File: src/scope_defs.svh
/*
 * scope controller constants
 * sample and word widths, ring buffer depth, command size, firmware version
 */
`ifndef SCOPE_DEFS_SVH
`define SCOPE_DEFS_SVH

// ------------------------------
// data path widths
`define SCOPE_SAMPLE_W    12 // adc sample bits
`define SCOPE_WORD_W      32 // response stream word
`define SCOPE_LEN_W       32 // byte count of a response
`define SCOPE_CNT_W       16 // post-trigger length and event count

// ------------------------------
// buffer and command framing
`define SCOPE_ADDR_W      6  // 64 sample ring
`define SCOPE_FRAME_BYTES 8  // host command size

// reported by the info command
`define SCOPE_VERSION     18

`endif

File: src/scope_acq_pkg.sv
/*
 * acquisition types
 * sample word, ring address and trigger state codes
 */
`default_nettype none
`include "scope_defs.svh"

package scope_acq_pkg;

	typedef logic signed [`SCOPE_SAMPLE_W-1:0] sample_t;
	typedef logic [`SCOPE_ADDR_W-1:0] buf_addr_t;

	// codes match what the host software decodes
	typedef enum logic [7:0] {
		READY     = 8'd0,
		WAIT_LOW  = 8'd1,   // waiting for signal below lower
		WAIT_HIGH = 8'd2,   // armed, waiting to cross upper
		POST      = 8'd250, // taking post-trigger samples
		DONE      = 8'd251  // frozen until read out
	} acq_state_t;

endpackage

`default_nettype wire

File: src/scope_cmd_pkg.sv
/*
 * host command types
 * opcodes and the two decodings of an 8-byte command frame
 */
`default_nettype none
`include "scope_defs.svh"

package scope_cmd_pkg;

	typedef enum logic [7:0] {
		RD_BUF   = 8'd0, // stream samples from the ring
		ARM      = 8'd1, // arm trigger, return status
		RD_INFO  = 8'd2, // firmware version
		TRIG_SET = 8'd8  // thresholds and pre-offset
	} opcode_t;

	// byte 0 lowest, length little endian in bytes 4..7
	typedef struct packed {
		logic [31:0] length;    // bytes for readout, samples for arm
		logic [15:0] rsvd;
		logic [7:0]  trig_type; // 0 immediate, 1 rising threshold
		opcode_t     opcode;
	} cmd_rd_t;

	typedef struct packed {
		logic [23:0] unused;
		logic [7:0]  preoff_lo;
		logic [7:0]  preoff_hi;
		logic [7:0]  hyst;   // hysteresis in adc/16 steps
		logic [7:0]  centre; // 128 is mid scale
		opcode_t     opcode;
	} cmd_cfg_t;

	typedef union packed {
		cmd_rd_t                                rd;
		cmd_cfg_t                               cfg;
		logic [`SCOPE_FRAME_BYTES-1:0][7:0] raw; // as received
	} cmd_frame_u;

endpackage

`default_nettype wire

File: src/cmd_exec.sv
/*
 * command executor
 * decodes a frame, keeps trigger settings and hands responses to the transmitter
 */
`timescale 1ns/1ps
`default_nettype none
`include "scope_defs.svh"

module cmd_exec import scope_cmd_pkg::*; import scope_acq_pkg::*; (
	input  logic                    clk,
	input  logic                    rstn,
	input  cmd_frame_u              i_frame,
	input  logic                    i_frame_valid,
	output logic                    o_cmd_done,
	output logic                    o_arm,
	output logic [7:0]              o_arm_type,
	output logic [`SCOPE_CNT_W-1:0] o_post_len,
	output sample_t                 o_lower,
	output sample_t                 o_upper,
	input  acq_state_t              i_acq_state,
	input  logic [`SCOPE_CNT_W-1:0] i_event_count,
	input  buf_addr_t               i_trig_addr,
	output logic                    o_resp_start,
	output logic [`SCOPE_WORD_W-1:0] o_resp_word,
	output logic [`SCOPE_LEN_W-1:0] o_resp_bytes,
	output logic                    o_resp_is_buf,
	output buf_addr_t               o_resp_addr,
	input  logic                    i_resp_done
);

	localparam logic [`SCOPE_SAMPLE_W-1:0] MID  = `SCOPE_SAMPLE_W'(128);
	localparam logic [`SCOPE_SAMPLE_W-1:0] BIAS = `SCOPE_SAMPLE_W'(8);

	logic [`SCOPE_SAMPLE_W-1:0] centre_x, hyst_x, lo_calc, hi_calc;
	logic [15:0]                preoff_full;
	buf_addr_t                  pre_off; // samples shown before the trigger
	logic                       busy;    // response in flight
	logic                       known;
	logic                       is_buf_d;
	logic [`SCOPE_WORD_W-1:0]   word_d;
	logic [`SCOPE_LEN_W-1:0]    bytes_d;

	// ------------------------------
	// threshold math, 8-bit host units to adc counts
	assign centre_x    = `SCOPE_SAMPLE_W'(i_frame.cfg.centre);
	assign hyst_x      = `SCOPE_SAMPLE_W'(i_frame.cfg.hyst);
	assign lo_calc     = ((centre_x - hyst_x - MID) << 4) + BIAS;
	assign hi_calc     = ((centre_x + hyst_x - MID) << 4) + BIAS;
	assign preoff_full = {i_frame.cfg.preoff_hi, i_frame.cfg.preoff_lo};

	always_comb begin
		word_d   = '0;
		bytes_d  = `SCOPE_LEN_W'(4); // single status word
		is_buf_d = 1'b0;
		known    = 1'b1;
		case (i_frame.rd.opcode)
			RD_BUF: begin
				is_buf_d = 1'b1;
				bytes_d  = i_frame.rd.length;
			end
			ARM:      word_d = {i_event_count, 8'd0, i_acq_state};
			RD_INFO:  word_d = `SCOPE_WORD_W'(`SCOPE_VERSION);
			TRIG_SET: word_d = `SCOPE_WORD_W'(8); // echo of the opcode
			default:  known  = 1'b0;              // silently dropped
		endcase
	end

	// ------------------------------
	// control and settings
	always_ff @(posedge clk or negedge rstn) begin
		if (!rstn) begin
			busy         <= 1'b0;
			o_cmd_done   <= 1'b0;
			o_arm        <= 1'b0;
			o_resp_start <= 1'b0;
			o_arm_type   <= '0;
			o_post_len   <= '0;
			o_lower      <= '0;
			o_upper      <= '0;
			pre_off      <= '0;
		end else begin
			o_cmd_done   <= 1'b0;
			o_arm        <= 1'b0;
			o_resp_start <= 1'b0;
			if (i_frame_valid) begin
				o_resp_start <= known;
				busy         <= known;
				o_cmd_done   <= !known; // nothing to send, release rx now
				if (i_frame.rd.opcode == ARM) begin
					o_arm      <= 1'b1; // ignored by trigger unless ready
					o_arm_type <= i_frame.rd.trig_type;
					o_post_len <= i_frame.rd.length[`SCOPE_CNT_W-1:0];
				end
				if (i_frame.rd.opcode == TRIG_SET) begin
					o_lower <= lo_calc;
					o_upper <= hi_calc;
					pre_off <= preoff_full[`SCOPE_ADDR_W-1:0]; // modulo ring size
				end
			end else if (busy && i_resp_done) begin
				busy       <= 1'b0;
				o_cmd_done <= 1'b1;
			end
		end
	end

	always_ff @(posedge clk) begin
		if (i_frame_valid) begin
			o_resp_word   <= word_d;
			o_resp_bytes  <= bytes_d;
			o_resp_is_buf <= is_buf_d;
			o_resp_addr   <= i_trig_addr - pre_off; // wraps in the ring
		end
	end

endmodule

`default_nettype wire

File: src/cmd_frame_rx.sv
/*
 * command receiver
 * collects 8 bytes from the host stream into one frame, holds off until done
 */
`timescale 1ns/1ps
`default_nettype none
`include "scope_defs.svh"

module cmd_frame_rx import scope_cmd_pkg::*; (
	input  logic       clk,
	input  logic       rstn,
	input  logic       i_rx_tvalid,
	input  logic [7:0] i_rx_tdata,
	output logic       o_rx_tready,
	output cmd_frame_u o_frame,
	output logic       o_frame_valid,
	input  logic       i_cmd_done
);

	localparam int CNT_W = $clog2(`SCOPE_FRAME_BYTES);
	localparam logic [CNT_W-1:0] LAST_IDX = CNT_W'(`SCOPE_FRAME_BYTES - 1);

	logic [CNT_W-1:0] cnt;  // byte index in frame
	logic             busy; // frame handed over, command running
	logic             accept;

	assign accept = i_rx_tvalid && o_rx_tready;

	always_ff @(posedge clk or negedge rstn) begin
		if (!rstn) begin
			cnt           <= '0;
			busy          <= 1'b0;
			o_rx_tready   <= 1'b0; // low for the first cycle
			o_frame_valid <= 1'b0;
		end else begin
			o_frame_valid <= 1'b0;
			if (accept) begin
				cnt <= cnt + 1'b1; // wraps back to 0 after last byte
				if (cnt == LAST_IDX) begin
					busy          <= 1'b1;
					o_rx_tready   <= 1'b0;
					o_frame_valid <= 1'b1;
				end
			end else if (busy) begin
				if (i_cmd_done) begin
					busy        <= 1'b0;
					o_rx_tready <= 1'b1;
				end
			end else begin
				o_rx_tready <= 1'b1; // idle, between frames
			end
		end
	end

	always_ff @(posedge clk) begin
		if (accept) o_frame.raw[cnt] <= i_rx_tdata; // byte lands at its index
	end

endmodule

`default_nettype wire

File: src/resp_stream_tx.sv
/*
 * response transmitter
 * sends status words or buffer samples on the 32-bit stream with keep and last
 */
`timescale 1ns/1ps
`default_nettype none
`include "scope_defs.svh"

module resp_stream_tx import scope_acq_pkg::*; (
	input  logic                       clk,
	input  logic                       rstn,
	input  logic                       i_resp_start,
	input  logic [`SCOPE_WORD_W-1:0]   i_resp_word,
	input  logic [`SCOPE_LEN_W-1:0]    i_resp_bytes,
	input  logic                       i_resp_is_buf,
	input  buf_addr_t                  i_resp_addr,
	output buf_addr_t                  o_rd_addr,
	input  sample_t [1:0]              i_rd_data,
	output logic                       o_tx_tvalid,
	output logic [`SCOPE_WORD_W-1:0]   o_tx_tdata,
	output logic [`SCOPE_WORD_W/8-1:0] o_tx_tkeep,
	output logic                       o_tx_tlast,
	input  logic                       i_tx_tready,
	output logic                       o_resp_done,
	output logic                       o_readout_done
);

	localparam int KEEP_W  = `SCOPE_WORD_W / 8;
	localparam int KEEP_LG = $clog2(KEEP_W);
	localparam int PAD     = `SCOPE_WORD_W / 2 - `SCOPE_SAMPLE_W;
	localparam buf_addr_t STEP = buf_addr_t'(2); // two samples per word

	logic [`SCOPE_LEN_W-1:0]  remain; // bytes not yet accepted
	logic                     is_buf, fresh, accept, start_ok;
	buf_addr_t                addr_q;
	logic [`SCOPE_WORD_W-1:0] word_q, data_q, rd_word;

	assign start_ok = i_resp_start && !o_tx_tvalid;
	assign accept   = o_tx_tvalid && i_tx_tready;
	assign rd_word  = {{PAD{1'b0}}, i_rd_data[1], {PAD{1'b0}}, i_rd_data[0]};

	// read one word ahead so data is there on the next cycle
	assign o_rd_addr  = start_ok ? i_resp_addr : (accept ? addr_q + STEP : addr_q);
	assign o_tx_tdata = !is_buf ? word_q : (fresh ? rd_word : data_q);
	assign o_tx_tlast = remain <= KEEP_W;

	always_comb begin
		if (remain >= KEEP_W) o_tx_tkeep = '1;
		else o_tx_tkeep = KEEP_W'((1 << remain[KEEP_LG-1:0]) - 1); // partial tail
	end

	always_ff @(posedge clk or negedge rstn) begin
		if (!rstn) begin
			o_tx_tvalid    <= 1'b0;
			fresh          <= 1'b0;
			is_buf         <= 1'b0;
			remain         <= '0;
			o_resp_done    <= 1'b0;
			o_readout_done <= 1'b0;
		end else begin
			o_resp_done    <= 1'b0;
			o_readout_done <= 1'b0;
			fresh          <= 1'b0; // first cycle of a word only
			if (start_ok) begin
				o_tx_tvalid <= 1'b1;
				fresh       <= 1'b1;
				remain      <= i_resp_bytes;
				is_buf      <= i_resp_is_buf;
			end else if (accept) begin
				if (o_tx_tlast) begin
					o_tx_tvalid    <= 1'b0;
					o_resp_done    <= 1'b1;
					o_readout_done <= is_buf; // lets trigger re-arm
				end else begin
					remain <= remain - `SCOPE_LEN_W'(KEEP_W);
					fresh  <= 1'b1;
				end
			end
		end
	end

	always_ff @(posedge clk) begin
		if (start_ok) begin
			addr_q <= i_resp_addr;
			word_q <= i_resp_word;
		end else if (accept) begin
			addr_q <= addr_q + STEP;
		end
		if (fresh) data_q <= rd_word; // hold against ram writes while stalled
	end

endmodule

`default_nettype wire

File: src/sample_ram.sv
/*
 * sample ring buffer
 * one write port, registered read of two adjacent samples
 */
`timescale 1ns/1ps
`default_nettype none
`include "scope_defs.svh"

module sample_ram import scope_acq_pkg::*; (
	input  logic          clk,
	input  logic          i_wr_en,
	input  buf_addr_t     i_wr_addr,
	input  sample_t       i_wr_data,
	input  buf_addr_t     i_rd_addr,
	output sample_t [1:0] o_rd_data
);

	localparam int DEPTH = 1 << `SCOPE_ADDR_W;

	sample_t   mem [DEPTH];
	buf_addr_t rd_next;

	assign rd_next = i_rd_addr + 1'b1; // wraps to entry 0

	always_ff @(posedge clk) begin
		if (i_wr_en) mem[i_wr_addr] <= i_wr_data;
		o_rd_data[0] <= mem[i_rd_addr];
		o_rd_data[1] <= mem[rd_next];
	end

endmodule

`default_nettype wire

File: src/scope_top.sv
/*
 * scope controller top
 * command receive and execute, response stream, trigger and sample ring
 */
`timescale 1ns/1ps
`default_nettype none
`include "scope_defs.svh"

module scope_top import scope_cmd_pkg::*; import scope_acq_pkg::*; (
	input  logic                       clk,
	input  logic                       rstn,
	input  logic                       i_rx_tvalid,
	input  logic [7:0]                 i_rx_tdata,
	output logic                       o_rx_tready,
	output logic                       o_tx_tvalid,
	output logic [`SCOPE_WORD_W-1:0]   o_tx_tdata,
	output logic [`SCOPE_WORD_W/8-1:0] o_tx_tkeep,
	output logic                       o_tx_tlast,
	input  logic                       i_tx_tready,
	input  logic                       i_smp_valid,
	input  sample_t                    i_smp
);

	// ------------------------------
	// command side
	cmd_frame_u              frame;
	logic                    frame_valid, cmd_done;
	logic                    arm;
	logic [7:0]              arm_type;
	logic [`SCOPE_CNT_W-1:0] post_len, event_count;
	sample_t                 lower, upper;

	// ------------------------------
	// response and acquisition side
	logic                     resp_start, resp_is_buf, resp_done, readout_done;
	logic [`SCOPE_WORD_W-1:0] resp_word;
	logic [`SCOPE_LEN_W-1:0]  resp_bytes;
	buf_addr_t                resp_addr, rd_addr, wr_addr, trig_addr;
	sample_t [1:0]            rd_data;
	sample_t                  wr_data;
	logic                     wr_en;
	acq_state_t               acq_state;

	cmd_frame_rx u_rx (
		.clk(clk), .rstn(rstn),
		.i_rx_tvalid(i_rx_tvalid), .i_rx_tdata(i_rx_tdata), .o_rx_tready(o_rx_tready),
		.o_frame(frame), .o_frame_valid(frame_valid), .i_cmd_done(cmd_done)
	);

	cmd_exec u_exec (
		.clk(clk), .rstn(rstn),
		.i_frame(frame), .i_frame_valid(frame_valid), .o_cmd_done(cmd_done),
		.o_arm(arm), .o_arm_type(arm_type), .o_post_len(post_len),
		.o_lower(lower), .o_upper(upper),
		.i_acq_state(acq_state), .i_event_count(event_count), .i_trig_addr(trig_addr),
		.o_resp_start(resp_start), .o_resp_word(resp_word), .o_resp_bytes(resp_bytes),
		.o_resp_is_buf(resp_is_buf), .o_resp_addr(resp_addr), .i_resp_done(resp_done)
	);

	resp_stream_tx u_tx (
		.clk(clk), .rstn(rstn),
		.i_resp_start(resp_start), .i_resp_word(resp_word), .i_resp_bytes(resp_bytes),
		.i_resp_is_buf(resp_is_buf), .i_resp_addr(resp_addr),
		.o_rd_addr(rd_addr), .i_rd_data(rd_data),
		.o_tx_tvalid(o_tx_tvalid), .o_tx_tdata(o_tx_tdata), .o_tx_tkeep(o_tx_tkeep),
		.o_tx_tlast(o_tx_tlast), .i_tx_tready(i_tx_tready),
		.o_resp_done(resp_done), .o_readout_done(readout_done)
	);

	trigger_fsm u_trig (
		.clk(clk), .rstn(rstn),
		.i_smp_valid(i_smp_valid), .i_smp(i_smp),
		.i_arm(arm), .i_arm_type(arm_type), .i_post_len(post_len),
		.i_lower(lower), .i_upper(upper), .i_readout_done(readout_done),
		.o_wr_en(wr_en), .o_wr_addr(wr_addr), .o_wr_data(wr_data),
		.o_acq_state(acq_state), .o_event_count(event_count), .o_trig_addr(trig_addr)
	);

	sample_ram u_ram (
		.clk(clk),
		.i_wr_en(wr_en), .i_wr_addr(wr_addr), .i_wr_data(wr_data),
		.i_rd_addr(rd_addr), .o_rd_data(rd_data)
	);

endmodule

`default_nettype wire

File: src/trigger_fsm.sv
/*
 * trigger and acquisition FSM
 * ring buffer write addressing, threshold trigger and post-trigger count
 */
`timescale 1ns/1ps
`default_nettype none
`include "scope_defs.svh"

module trigger_fsm import scope_acq_pkg::*; (
	input  logic                    clk,
	input  logic                    rstn,
	input  logic                    i_smp_valid,
	input  sample_t                 i_smp,
	input  logic                    i_arm,
	input  logic [7:0]              i_arm_type,
	input  logic [`SCOPE_CNT_W-1:0] i_post_len,
	input  sample_t                 i_lower,
	input  sample_t                 i_upper,
	input  logic                    i_readout_done,
	output logic                    o_wr_en,
	output buf_addr_t               o_wr_addr,
	output sample_t                 o_wr_data,
	output acq_state_t              o_acq_state,
	output logic [`SCOPE_CNT_W-1:0] o_event_count,
	output buf_addr_t               o_trig_addr
);

	acq_state_t              state;
	buf_addr_t               wr_addr;
	logic [`SCOPE_CNT_W-1:0] post_cnt; // samples taken since trigger
	logic                    post_end;

	assign o_wr_en     = i_smp_valid && (state != DONE); // buffer frozen in done
	assign o_wr_addr   = wr_addr;
	assign o_wr_data   = i_smp;
	assign o_acq_state = state;

	// finish on the sample that completes the count
	assign post_end = (post_cnt >= i_post_len) ||
		(i_smp_valid && (post_cnt + 1'b1 >= i_post_len));

	always_ff @(posedge clk or negedge rstn) begin
		if (!rstn) begin
			state         <= READY;
			wr_addr       <= '0;
			post_cnt      <= '0;
			o_event_count <= '0;
			o_trig_addr   <= '0;
		end else begin
			if (o_wr_en) wr_addr <= wr_addr + 1'b1; // ring wraps at 64

			case (state)
				READY: begin
					post_cnt <= '0;
					if (i_arm) begin
						if (i_arm_type == 8'd1) begin
							state <= WAIT_LOW;
						end else begin
							o_trig_addr <= wr_addr; // forced trigger, here and now
							state       <= POST;
						end
					end
				end
				WAIT_LOW: begin
					if (i_smp_valid && (i_smp < i_lower)) state <= WAIT_HIGH;
				end
				WAIT_HIGH: begin
					if (i_smp_valid && (i_smp > i_upper)) begin
						o_trig_addr <= wr_addr; // where this sample goes
						state       <= POST;
					end
				end
				POST: begin
					if (i_smp_valid) post_cnt <= post_cnt + 1'b1;
					if (post_end) begin
						o_event_count <= o_event_count + 1'b1;
						state         <= DONE;
					end
				end
				DONE: begin
					if (i_readout_done) state <= READY;
				end
				default: state <= READY;
			endcase
		end
	end

endmodule

`default_nettype wire

File: config.mk
export PLATFORM = sky130hd
export DESIGN_NAME = scope_top
export DESIGN_NICKNAME = d
export VERILOG_FILES = /design/src/scope_acq_pkg.sv /design/src/scope_cmd_pkg.sv /design/src/cmd_exec.sv /design/src/cmd_frame_rx.sv /design/src/resp_stream_tx.sv /design/src/sample_ram.sv /design/src/scope_top.sv /design/src/trigger_fsm.sv
export VERILOG_INCLUDE_DIRS = /design/src /design/src/src
export SDC_FILE = /design/constraint.sdc
export NUM_CORES = 2
export LEC_CHECK = 0
export BUFFER_PORTS_ARGS = -buffer_cell sky130_fd_sc_hd__buf_2
export CAP_MARGIN = 10
export CORE_ASPECT_RATIO = 0.8
export CORE_MARGIN = 1.5
export CORE_UTILIZATION = 41
export DETAILED_ROUTE_END_ITERATION = 10
export GPL_TIMING_DRIVEN = 1
export SLEW_MARGIN = 40
export SYNTH_ARGS = -nofsm -noshare
export SYNTH_HDL_FRONTEND = slang
export SYNTH_SLANG_ARGS = --single-unit
File: constraint.sdc
create_clock -name clk -period 8.18 [get_ports clk]
set_clock_uncertainty 0.05 [all_clocks]
set_input_delay 0.818 -clock clk [delete_from_list [all_inputs] [get_ports clk]]
set_output_delay 0.818 -clock clk [all_outputs]
set_load 0.03 [all_outputs]
==> impl_results.md <==
- Post-synthesis async set-or-reset flop share: 0.126
- Die area: 128,000 um^2
- Critical Path, Cell by Cell: nand2b_1 -> inv_2 -> mux2i_4 -> inv_12 -> ha_4 -> buf_12 -> mux4_2 -> mux2i_1 -> mux2i_1 -> mux2i_1 -> mux2i_1
- Max_cap viols: 0
- First-pass GRT wire length: 209 mm
- FF/Latch Area: 31,900 um^2
- Crit Path Category: flop to flop
- Fin crit period: 5.19 ns
- TritonRoute pass-1 iters: 6
- Via density: 5.81
- H-Tree Depth: 3
- HP Class: primary input to asynchronous set/reset pin
- Reg clk slew, reported paths: 0.06 ns
- Yosys cell types: 70
- Die Wd: 400 um
- Syn Area/Cell: 14.8 um^2
- Worst Setup Start Kind: flop
- Cell Int Power: 10,700 uW
- Clk Tree Root Cell: clkbuf_16
- 1st-iter DRT viols: 3,504
- Hold_buf cts: 0
- Cell Pwr Density: 266 nW/um^2
- Reg2Reg Depth: 11
- Most frequent CP cell: mux2i_1
- Fillers: 10,800
- Initial antenna violation count: 11
- Final Non-Filler Cells: 5,308
- P_leak: 0.0216 uW
- Slowest stage delay, CP: 0.90 ns
- Top FF cell, synth: edfxtp_1
- Reg2reg setup slack: 2.99 ns
- Worst EP required: 8.70 ns
- Synthesized instance count: 3,493
- Final ANT Viol Nets: 0
- Port-buffer cells: 63
- Critical-path top delay cell: ha_4
- Setup Buffers After CTS: 0
- Worst slew pin tran: 0.871 ns
- Combinational share of power: 0.217
- Worst R2R End: u_ram.o_rd_data[17]
- TritonCTS clock tree: yes
- Remaining DRCs: 0
- Area of the multi-input gates: 19,100 um^2
- Status: completed
- EDFF count, synth: 905
- Maximum VDD drop: 262 uV
- Setup TNS: 0 ns
- Clock power frac: 0.342
- WL final: 144 mm
- CTS resizes: 0
- # rows: 116
- Chip height: 321 um
- Post-DP HPWL: 90.6 mm
- Crit path max fanout: 102
- Vias: 30,800
- WL per Instance: 27.2 um
- Share of cells above drive strength 1: 0.193
- Initial Util: 0.414
- WP data arrival: 5.72 ns
- Syn-to-layout area delta: 12.7%
- CTS Buf Count: 112
- Fmax: 0.193 GHz
- Commonest non-fill, non-tap cell in the layout: edfxtp_1
- Switching share of power: 0.309
- CORE AREA: 125,000 um^2
- Clock Latency Late Sink: 0.74 ns
- # IOs: 64
- Vias in the first global route: 29,900
- Pins Over Slew Limit: 0
- Most frequent cells in the layout: edfxtp_1 (905), mux2i_1 (479), nand2_1 (348)
- Nets: 3,672
- Sequential power share: 0.440
- Unrepaired setup endpoints after global routing: no
- Post-synth net total: 3,609
- # placed instances: 5,092
- GRT Overall Usage: 0.224
- FF-to-FF Start: u_tx.o_tx_tvalid
- Relative slew slack: 0.417
- Final hold vios: 0
- Max Root-Sink Buffers: 3
- GP Congestion: 0.864
- Total number of yosys warnings: 0
- Sequential share of the synthesized area: 0.617
- Final setup fails: 0
- Crit. End Element: flop
- Total gr overflow: 0
- CTS Sinks: 1,107
- Final worst path period share: 0.635
- Sw power: 4800 uW
- Largest net degree at the start of global routing: 121
- FF+latch count, synth: 1,107
- Post-synthesis instance area: 51,700 um^2
-- synth_stat cells, types with 39 or more instances --
library cell,instances,share of area
nand2_1,349,0.025
edfxtp_1,905,0.53
buf_2,76,0.0074
inv_1,65,0.0047
clkbuf_1,93,0.0067
mux2_2,60,0.013
xnor2_1,45,0.0076
dfxtp_1,62,0.024
ha_1,88,0.021
dfrtp_1,140,0.068
a21oi_1,75,0.0073
o21ai_0,104,0.010
mux4_2,240,0.10
nor2_1,171,0.012
mux2i_1,481,0.093
and2_1,61,0.0074
nand4_1,39,0.0047
nand3_1,83,0.0080
-- worst max path at each step --
stage,from,endpoint,slack (ns),depth (start not counted)
after floorplan,u_trig.post_cnt[0],u_trig.o_event_count[11],4.18,17
after global placement,u_tx.o_tx_tvalid,u_ram.o_rd_data[17],3.02,11
after detailed placement,u_tx.o_tx_tvalid,u_ram.o_rd_data[17],3.10,11
after CTS,u_tx.o_tx_tvalid,u_ram.o_rd_data[17],3.02,11
after global routing,u_tx.o_tx_tvalid,u_ram.o_rd_data[17],2.81,11
final,u_tx.o_tx_tvalid,u_ram.o_rd_data[17],2.99,11
-- sequential cells by signal (all words and copies together) (netlist names), 21 cells and up --
| register | cells |
|---|---|
| u_exec.o_resp_bytes | 32 |
| u_ram.mem | 768 |
| u_ram.o_rd_data | 24 |
| u_exec.o_resp_word | 21 |
| u_tx.word_q | 21 |
| u_tx.remain | 32 |
| u_tx.data_q | 32 |
| u_rx.o_frame | 56 |
-- cell families after synthesis --
| group | after synthesis | share of synthesized area |
|---|---|---|
| flip-flops | 1107 | 0.617 |
| multiplexers | 783 | 0.211 |
| XOR/XNOR | 82 | 0.0142 |
| adder cells (fa/ha/maj) | 92 | 0.0226 |
| buffers and inverters | 267 | 0.0224 |
| AO/OA/AOI/OAI | 319 | 0.0372 |
| AND/OR/NAND/NOR | 843 | 0.0756 |
-- per-stage QoR --
stage / utilization / setup slack, ns / area, um^2 / hold slack (ns) / power, uW
after global routing: 0.466 / 2.81 / 58300 / 0.0713 / 16000
final: 0.466 / 2.99 / 58300 / 0.0404 / 15500
after CTS: 0.465 / 3.02 / 58200 / 0.0327 / 15500
after global placement: 0.432 / 3.02 / 54100 / 0.352 / 10200
after detailed placement: 0.435 / 3.10 / 54400 / 0.355 / 10300
after floorplan: - / 4.18 / 51700 / 0.350 / 8750
-- critical path: cells and delay by family, from the launching register on --
family / cells / cell delay (ns)
DFF: 1 / 0.54
adders and majority gates: 1 / 0.90
buffers and inverters: 3 / 0.98
muxes: 6 / 1.71
and+or+nand+nor: 1 / 0.65
-- metal layers --
metal,up-vias,global-route usage,part of all wire
li1,13600,-,-
met1,15900,0.337,0.45
met2,1228,0.324,0.43
met3,186,0.0565,0.091
met4,2,0.0551,0.024
met5,-,0,0.000090
-- cell type report --
| cell class | instances | share of cell area |
|---|---|---|
| Clock inverter | 63 | 0.0125 |
| Sequential cell | 1107 | 0.547 |
| Timing Repair Buffer | 144 | 0.0185 |
| Antenna cell | 3 | 0.000129 |
| Multi-Input combinational cell | 2119 | 0.328 |
| Clock buffer | 148 | 0.0529 |
| Inverter | 72 | 0.00498 |
| Tap cell | 1652 | 0.0354 |
-- power groups by stage --
stage | Sequential (uW) | Combinational (uW) | Clock, uW
after CTS | 6830 | 3320 | 5380
after floorplan | 6760 | 1980 | 0
after detailed placement | 6940 | 3310 | 0
after global routing | 6860 | 3530 | 5610
after global placement | 6930 | 3230 | 0
final | 6830 | 3380 | 5320
(Power assumes the default switching activity.)
